`src/fpuMulPkg.sv`:
```
`default_nettype none

package fpuMulPkg;

    // Operand and datapath widths
    localparam int DataW = 64;
    localparam int MantW = 53;
    localparam int ProdW = 106;
    localparam int ExpBias = 1023;

    // Radix-4 steps to cover all multiplier bits
    localparam int MulSteps = (MantW + 1) / 2;

    // Register map
    typedef enum logic [1:0] {
        RegOpA  = 2'd0,
        RegOpB  = 2'd1,
        RegCtrl = 2'd2,
        RegStat = 2'd3
    } regAddrE;

    // Significand multiplier sequencer
    typedef enum logic [1:0] {
        Idle = 2'd0,
        Run  = 2'd1,
        Done = 2'd2
    } mulStateE;

    typedef struct packed {
        logic             start;
        logic [MantW-1:0] mantA;
        logic [MantW-1:0] mantB;
    } mulReqT;

    // Shift counts leading zeros below the top product bit
    typedef struct packed {
        logic             ready;
        logic [ProdW-1:0] prod;
        logic [6:0]       shift;
        logic             overflow;
    } mulRspT;

    typedef struct packed {
        logic             valid;
        logic [DataW-1:0] result;
        logic             illegal;
        logic             overflow;
    } fpResT;

    // Software visible status word
    typedef struct packed {
        logic busy;
        logic done;
        logic illegal;
        logic overflow;
    } fpStatT;

endpackage

`default_nettype wire

```
`src/mantMul53.sv`:
```
`timescale 1ns/1ps
`default_nettype none

module mantMul53 (
    input  wire logic              i_clk,
    input  wire logic              i_nrst,
    input  wire fpuMulPkg::mulReqT i_req,
    output fpuMulPkg::mulRspT      o_rsp
);

    fpuMulPkg::mulStateE state;
    logic [4:0] cnt;
    logic [fpuMulPkg::ProdW-1:0] acc;
    logic [fpuMulPkg::ProdW-1:0] mcand;
    logic [fpuMulPkg::MantW:0] mplier;
    logic [fpuMulPkg::ProdW-1:0] partSum;
    logic [6:0] lzCnt;

    // Two partial products from the low multiplier bit pair
    always_comb begin
        partSum = '0;
        if (mplier[0]) begin
            partSum = mcand;
        end
        if (mplier[1]) begin
            partSum = partSum + (mcand << 1);
        end
    end

    always_ff @(posedge i_clk or negedge i_nrst) begin
        if (!i_nrst) begin
            state <= fpuMulPkg::Idle;
            cnt <= '0;
        end else begin
            unique case (state)
                fpuMulPkg::Idle: begin
                    if (i_req.start) begin
                        state <= fpuMulPkg::Run;
                        cnt <= '0;
                    end
                end
                fpuMulPkg::Run: begin
                    cnt <= cnt + 5'd1;
                    if (cnt == 5'(fpuMulPkg::MulSteps - 1)) begin
                        state <= fpuMulPkg::Done;
                    end
                end
                fpuMulPkg::Done: state <= fpuMulPkg::Idle;
                default: state <= fpuMulPkg::Idle;
            endcase
        end
    end

    // Multiplicand moves up, multiplier moves down two bits per step
    always_ff @(posedge i_clk) begin
        if (state == fpuMulPkg::Idle && i_req.start) begin
            acc <= '0;
            mcand <= {{(fpuMulPkg::ProdW - fpuMulPkg::MantW){1'b0}}, i_req.mantA};
            mplier <= {1'b0, i_req.mantB};
        end else if (state == fpuMulPkg::Run) begin
            acc <= acc + partSum;
            mcand <= mcand << 2;
            mplier <= mplier >> 2;
        end
    end

    // Leading zeros of the lower 105 bits, highest set bit wins
    always_comb begin
        lzCnt = 7'(fpuMulPkg::ProdW - 1);
        for (int i = 0; i < fpuMulPkg::ProdW - 1; i++) begin
            if (acc[i]) begin
                lzCnt = 7'(fpuMulPkg::ProdW - 2 - i);
            end
        end
    end

    always_comb begin
        o_rsp.ready = (state == fpuMulPkg::Done);
        o_rsp.prod = acc;
        o_rsp.shift = lzCnt;
        o_rsp.overflow = acc[fpuMulPkg::ProdW-1];
    end

    ReadyPulse: assert property (@(posedge i_clk) disable iff (!i_nrst)
        o_rsp.ready |=> !o_rsp.ready);

endmodule

`default_nettype wire

```
`src/doubleMul.sv`:
```
`timescale 1ns/1ps
`default_nettype none

module doubleMul (
    input  wire logic                        i_clk,
    input  wire logic                        i_nrst,
    input  wire logic                        i_start,
    input  wire logic [fpuMulPkg::DataW-1:0] i_opA,
    input  wire logic [fpuMulPkg::DataW-1:0] i_opB,
    output fpuMulPkg::fpResT                 o_res,
    output logic                             o_busy
);

    logic [fpuMulPkg::DataW-1:0] opA, opB;
    logic busy, valid, accept;
    logic [3:0] ena;
    logic signA, signB, resSign;
    logic [10:0] expA, expB;
    logic zeroA, zeroB, denormA, denormB;
    logic nanA, nanB, infA, infB;
    logic [fpuMulPkg::MantW-1:0] mantA, mantB;
    logic [12:0] expSum, expAB;
    fpuMulPkg::mulReqT mulReq;
    fpuMulPkg::mulRspT mulRsp;
    logic [fpuMulPkg::ProdW-2:0] alignMant, mantAlign, postMant, mantPost;
    logic [12:0] alignExp;
    logic [11:0] alignShift, postShift;
    logic [10:0] expAlign, baseExp, rndExp;
    logic alignOvf, ovfAlign, stickyAlign, postLost, stickyPost;
    logic tieCase, roundUp, carry;
    logic [fpuMulPkg::MantW-1:0] mantShort;
    logic [51:0] rndMant;
    logic [fpuMulPkg::DataW-1:0] resNext, result;
    logic illNext, ovfNext, resIll, resOvf;

    assign accept = i_start && !busy;

    // Operand fields, stable while busy
    assign signA = opA[63];
    assign signB = opB[63];
    assign expA = opA[62:52];
    assign expB = opB[62:52];
    assign zeroA = ~|opA[62:0];
    assign zeroB = ~|opB[62:0];
    assign denormA = ~|expA;
    assign denormB = ~|expB;
    assign nanA = &expA && |opA[51:0];
    assign nanB = &expB && |opB[51:0];
    assign infA = &expA && ~|opA[51:0];
    assign infB = &expB && ~|opB[51:0];
    assign expSum = 13'(expA) + 13'(expB) - 13'(fpuMulPkg::ExpBias);

    assign mulReq = {ena[1], mantA, mantB};

    mantMul53 u_mantMul53 (
        .i_clk (i_clk),
        .i_nrst(i_nrst),
        .i_req (mulReq),
        .o_rsp (mulRsp)
    );

    // Align by the top product bit, denormal inputs count one exponent higher
    always_comb begin
        if (mulRsp.overflow) begin
            alignMant = mulRsp.prod[fpuMulPkg::ProdW-1:1];
            alignExp = expAB + 13'd1;
        end else begin
            alignMant = mulRsp.prod[fpuMulPkg::ProdW-2:0] << mulRsp.shift;
            alignExp = expAB + 13'(denormA || denormB) - 13'(mulRsp.shift);
        end
        // Exponent field at or below zero needs 1 - exp right shifts
        alignShift = '0;
        if (alignExp[12] || alignExp == '0) begin
            alignShift = ~alignExp[11:0] + 12'd2;
        end
        alignOvf = !alignExp[12] && (alignExp >= 13'd2047);
    end

    always_comb begin
        if (postShift < 12'(fpuMulPkg::ProdW - 1)) begin
            postMant = mantAlign >> postShift;
            postLost = |(mantAlign << (12'(fpuMulPkg::ProdW - 1) - postShift));
        end else begin
            postMant = '0;
            postLost = |mantAlign;
        end
    end

    // Nearest even, sticky bits break exact ties
    always_comb begin
        mantShort = mantPost[fpuMulPkg::ProdW-2 -: fpuMulPkg::MantW];
        tieCase = (mantPost[51:0] == {1'b1, 51'd0}) && !stickyPost;
        roundUp = mantPost[51] && !(tieCase && !mantPost[52]);
        carry = (&mantShort[51:0]) && roundUp;
        rndMant = mantShort[51:0] + 52'(roundUp);
        baseExp = (postShift != '0) ? 11'd0 : expAlign;
        rndExp = baseExp + 11'(carry);
    end

    always_comb begin
        resSign = signA ^ signB;
        illNext = 1'b0;
        ovfNext = 1'b0;
        if (nanA) begin
            resNext = {signA, 11'h7ff, 1'b1, opA[50:0]};
            illNext = 1'b1;
        end else if (nanB) begin
            resNext = {signB, 11'h7ff, 1'b1, opB[50:0]};
            illNext = 1'b1;
        end else if ((infA && zeroB) || (infB && zeroA)) begin
            resNext = {1'b1, 11'h7ff, 1'b1, 51'd0};
            illNext = 1'b1;
        end else if (infA || infB) begin
            resNext = {resSign, 11'h7ff, 52'd0};
        end else if (zeroA || zeroB) begin
            resNext = {resSign, 63'd0};
        end else if (ovfAlign || rndExp == 11'h7ff) begin
            resNext = {resSign, 11'h7ff, 52'd0};
            ovfNext = 1'b1;
        end else begin
            resNext = {resSign, rndExp, rndMant};
        end
    end

    always_ff @(posedge i_clk or negedge i_nrst) begin
        if (!i_nrst) begin
            busy <= 1'b0;
            ena <= '0;
            valid <= 1'b0;
        end else begin
            if (accept) begin
                busy <= 1'b1;
            end else if (ena[3]) begin
                busy <= 1'b0;
            end
            ena <= {ena[2], mulRsp.ready, ena[0], accept};
            valid <= ena[3];
        end
    end

    always_ff @(posedge i_clk) begin
        if (accept) begin
            opA <= i_opA;
            opB <= i_opB;
        end
        if (ena[0]) begin
            mantA <= {~denormA, opA[51:0]};
            mantB <= {~denormB, opB[51:0]};
            expAB <= expSum;
        end
        if (mulRsp.ready) begin
            mantAlign <= alignMant;
            expAlign <= alignExp[10:0];
            postShift <= alignShift;
            ovfAlign <= alignOvf;
            stickyAlign <= mulRsp.overflow && mulRsp.prod[0];
        end
        if (ena[2]) begin
            mantPost <= postMant;
            stickyPost <= stickyAlign || postLost;
        end
        if (ena[3]) begin
            result <= resNext;
            resIll <= illNext;
            resOvf <= ovfNext;
        end
    end

    assign o_res = {valid, result, resIll, resOvf};
    assign o_busy = busy;

    // Valid marks the cycle busy has just dropped
    ValidEndsBusy: assert property (@(posedge i_clk) disable iff (!i_nrst)
        valid |-> $past(busy) && !busy);

    NoRelatch: assert property (@(posedge i_clk) disable iff (!i_nrst)
        (i_start && busy) |=> $stable(opA) && $stable(opB));

endmodule

`default_nettype wire

```
`src/fpuMulRegs.sv`:
```
`timescale 1ns/1ps
`default_nettype none

module fpuMulRegs (
    input  wire logic                        i_clk,
    input  wire logic                        i_nrst,
    input  wire logic                        i_wrEn,
    input  wire fpuMulPkg::regAddrE          i_wrAddr,
    input  wire logic [fpuMulPkg::DataW-1:0] i_wrData,
    input  wire fpuMulPkg::regAddrE          i_rdAddr,
    input  wire fpuMulPkg::fpResT            i_res,
    input  wire logic                        i_busy,
    output logic                             o_start,
    output logic [fpuMulPkg::DataW-1:0]      o_opA,
    output logic [fpuMulPkg::DataW-1:0]      o_opB,
    output logic [fpuMulPkg::DataW-1:0]      o_rdData,
    output fpuMulPkg::fpStatT                o_status
);

    logic ctrlWr, statWr;
    logic [fpuMulPkg::DataW-1:0] result;
    logic done, stickyIll, stickyOvf;

    assign ctrlWr = i_wrEn && (i_wrAddr == fpuMulPkg::RegCtrl) && i_wrData[0];
    assign statWr = i_wrEn && (i_wrAddr == fpuMulPkg::RegStat);

    always_ff @(posedge i_clk) begin
        if (i_wrEn && i_wrAddr == fpuMulPkg::RegOpA) begin
            o_opA <= i_wrData;
        end
        if (i_wrEn && i_wrAddr == fpuMulPkg::RegOpB) begin
            o_opB <= i_wrData;
        end
        if (i_res.valid) begin
            result <= i_res.result;
        end
    end

    always_ff @(posedge i_clk or negedge i_nrst) begin
        if (!i_nrst) begin
            o_start <= 1'b0;
            done <= 1'b0;
            stickyIll <= 1'b0;
            stickyOvf <= 1'b0;
        end else begin
            o_start <= ctrlWr && !o_start;
            // A new start clears done
            if (i_res.valid) begin
                done <= 1'b1;
            end else if (o_start) begin
                done <= 1'b0;
            end
            stickyIll <= (stickyIll && !statWr) || (i_res.valid && i_res.illegal);
            stickyOvf <= (stickyOvf && !statWr) || (i_res.valid && i_res.overflow);
        end
    end

    always_comb begin
        unique case (i_rdAddr)
            fpuMulPkg::RegOpA: o_rdData = o_opA;
            fpuMulPkg::RegOpB: o_rdData = o_opB;
            fpuMulPkg::RegCtrl: o_rdData = '0;
            default: o_rdData = result;
        endcase
        o_status = {i_busy, done, stickyIll, stickyOvf};
    end

    StartPulse: assert property (@(posedge i_clk) disable iff (!i_nrst)
        o_start |=> !o_start);

endmodule

`default_nettype wire

```
`src/fpuMulTop.sv`:
```
`timescale 1ns/1ps
`default_nettype none

module fpuMulTop (
    input  wire logic                        i_clk,
    input  wire logic                        i_nrst,
    input  wire logic                        i_wrEn,
    input  wire fpuMulPkg::regAddrE          i_wrAddr,
    input  wire logic [fpuMulPkg::DataW-1:0] i_wrData,
    input  wire fpuMulPkg::regAddrE          i_rdAddr,
    output logic [fpuMulPkg::DataW-1:0]      o_rdData,
    output fpuMulPkg::fpStatT                o_status
);

    logic start, busy;
    logic [fpuMulPkg::DataW-1:0] opA, opB;
    fpuMulPkg::fpResT res;

    // Register block
    fpuMulRegs u_regs (
        .i_clk   (i_clk),
        .i_nrst  (i_nrst),
        .i_wrEn  (i_wrEn),
        .i_wrAddr(i_wrAddr),
        .i_wrData(i_wrData),
        .i_rdAddr(i_rdAddr),
        .i_res   (res),
        .i_busy  (busy),
        .o_start (start),
        .o_opA   (opA),
        .o_opB   (opB),
        .o_rdData(o_rdData),
        .o_status(o_status)
    );

    doubleMul u_doubleMul (
        .i_clk  (i_clk),
        .i_nrst (i_nrst),
        .i_start(start),
        .i_opA  (opA),
        .i_opB  (opB),
        .o_res  (res),
        .o_busy (busy)
    );

endmodule

`default_nettype wire

```
`config.mk`:
```
export PLATFORM = sky130hd
export DESIGN_NAME = fpuMulTop
export DESIGN_NICKNAME = d
export VERILOG_FILES = /design/src/fpuMulPkg.sv /design/src/mantMul53.sv /design/src/doubleMul.sv /design/src/fpuMulRegs.sv /design/src/fpuMulTop.sv
export SDC_FILE = /design/constraint.sdc
export NUM_CORES = 2
export LEC_CHECK = 0
export BUFFER_PORTS_ARGS = -buffer_cell sky130_fd_sc_hd__buf_2
export CORE_MARGIN = 2
export CORE_UTILIZATION = 60
export CTS_CLUSTER_SIZE = 24
export DETAILED_ROUTE_END_ITERATION = 7
export PLACE_DENSITY = 0.85
export SETUP_SLACK_MARGIN = 0.4
export SLEW_MARGIN = 30
export SYNTH_ARGS = -nofsm -noshare
export SYNTH_HDL_FRONTEND = slang
export SYNTH_HIERARCHICAL = 1
export SYNTH_SLANG_ARGS = --single-unit
```
`constraint.sdc`:
```
create_clock -name i_clk -period 12.2 [get_ports i_clk]
set_input_delay 0.61 -clock i_clk [delete_from_list [all_inputs] [get_ports i_clk]]
set_output_delay 0.61 -clock i_clk [all_outputs]
set_load 0.02 [all_outputs]
```
==> out/metrics.csv <==
metric;value;unit
outcome;complete, but fails checks;
violations;design-rule violations;
grt_pass1_vias;61333;
ys_types;115;
reg2reg_from;u_doubleMul/u_mantMul53/mplier[0];
fin_hold_ws;0.0316;ns
path_class;reg2reg;
cpPeakStageDelay;0.54;ns
synth_top_area_share;34.6;%
antenna_found_initial;22;
io-pin-count;139;
h-tree-depth;3;
gp_congestion;1.07;
portBuffers;138;
drt-pass1-iter-count;8;
drt-initial-drc-count;11268;
synth_area_per_cell;9.59;um2
hold_buffers;17;
mostFrequentLayoutCells;1,202 x nand2_1, 846 x edfxtp_1, 569 x nor2_1;
ant_nets;0;
yosysTopAreaCell;edfxtp_1;
cp_max_fo;106;
layout-drive-gt1-share;12.1;%
ff2ff_setup_slack;4.04;ns
cpMostUsedCell;a21oi_1;
drt-total-wl;259;mm
synth_edf_count;846;
setup_tns;0;ns
fin_crit;8.16;ns
tritoncts;yes;
via_count;65897;
hp-start;i_wrData[36];
hold_viol_final;0;
dp_hpwl;184;mm
clock_path_buffers;3;
rsz0062_at_grt;no;
cts-root-buf;clkbuf_16;
grt_usage;39.9;%
route.detailed.drc;1;
startpoint;u_doubleMul/u_mantMul53/mplier[0];
hold_class;in2reg;
slowest_stage;a2111oi_2;
synth_nets;8004;
grt_pass1_wl;384;mm
slew_viol_final;0;
syn_area;73500;um2
start_kind;flip-flop;
areaGrowthSynthToFinish;7.32;%
layout_commonest_cell;nand2_1;
routed_via_density;7.11;
max-vdd-ir-drop;0.000288;V
period_share;66.8;%
hold_depth;1;
post-cts-setup-buffers;0;
power_density;306;nW/um2
die_h;354;um
synthArstFlopShare;1.66;%
gr-total-overflow;0;
cp-end-kind;flip-flop;
r2r_cells;31;
ys.flop_type;edfxtp_1;
netlist_top_cells_area;edfxtp_1 35%, nand2_1 6.1%, mux4_2 5.6%, mux2i_1 5.5%, ha_1 4.5%;
ys_seq_area_share;39.5;%
die_area;125000;um2
numCtsBuffers;106;
rows;128;
worstPathRequired;12.78;ns
fin_area;78900;um2
leakage;0.0303;uW
yosysWarnings;6;
die_w;354;um
clk_latency;0.78;ns
path_clk_slew;0.07;ns
drv_cap;0;
cp.arrival;8.74;ns
core;122000;um2
syn_inst;7667;
ys_ff_latch;1022;
setup_viol;0;
worst_pin_slew;1.12;ns
nNetsFinal;7879;
initial_core_util;60.4;%
maxSlewHeadroom;24.2;%
wl_per_cell;28.0;um
clock_skew;0.0865;ns
fmax;123;MHz
grt_start_max_net_pins;182;
placed_area;75000;um2
clkSinkCount;1022;
pre_cts_slack;4.03;ns
fin_ws;4.04;ns
post_cts_resize_count;0;
## critical path: cells and delay by family (launching register included)
kind / cells / cell delay [ns]
fa+ha+maj: 2 / 0.65
simple gates: 4 / 0.81
mux: 1 / 0.29
buf+inv: 1 / 0.47
xor+xnor: 2 / 0.28
compound gates: 21 / 5.17
flops: 1 / 0.34
## flip-flops by register name (all words and copies together), names as in the netlist, 64 cells and up
name,count
u_regs/result,64
u_doubleMul/opA,64
u_doubleMul/u_mantMul53/acc,106
u_doubleMul/mantAlign,105
u_regs/o_opB,64
u_doubleMul/mantPost,104
u_doubleMul/opB,64
u_doubleMul/result,64
u_regs/o_opA,64
u_doubleMul/u_mantMul53/mcand,106
## worst paths after layout
path,to
min reg2reg,u_regs/result[62]
max in group asynchronous,u_doubleMul/ena[2]
min in group asynchronous,u_doubleMul/u_mantMul53/state[0]
min,u_regs/o_opB[36]
max,u_doubleMul/u_mantMul53/acc[93]
max reg2reg,u_doubleMul/u_mantMul53/acc[93]
## layout make-up
type	count	area, um2
antenna	7	17.5
inverter	145	553
multi-input combinational	6024	42000
sequential	1022	29000
clock buffer	123	2760
clock inverter	73	936
tap	1625	2030
fill	9489	42800
timing repair buffer	243	1630
## report_power, final
group / total, uW / switching, uW / leakage (uW) / internal, uW
registers: 5520 / 932 / 0.00931 / 4590
clock network: 3450 / 1490 / 0.00177 / 1960
logic: 15200 / 9340 / 0.0193 / 5870
total: 24200 / 11800 / 0.0303 / 12400
## synth_stat cells (all sizes together) (166+ instances only)
cell       n
nand2   1203
edfxtp   846
nor2     576
o21ai    556
a21oi    456
mux2i    406
clkbuf   310
ha       262
mux4     182
nand3    182
xnor2    176
mux2     175
a21o     174
buf      166
## cell families after synthesis
logic type,synth area share [%]
simple gates,16.8
flops,39.5
mux,13.8
xor+xnor,3.44
buf+inv,3.77
fa+ha+maj,4.57
compound gates,18.2
## per-stage QoR
| stage | power (uW) | util [%] | std cells |
|---|---|---|---|
| detailed placement | 20000 | 61.6 | 9042 |
| finish | 24200 | 64.8 | 9262 |
| global route | 25400 | 64.8 | 9258 |
| global placement | 19700 | 61.5 | 9039 |
| floorplan | 16000 | - | 7667 |
| CTS | 23500 | 64.8 | 9255 |
## per-layer routing
metal	wire length, um	global-route usage [%]	vias up
met1	96400	53.4	31503
met4	14700	19.7	14
li1	-	-	28544
met5	85	0	-
met2	112000	59.5	4993
met3	35800	11.4	843
No activity file was read; power rests on OpenSTA's default activity.
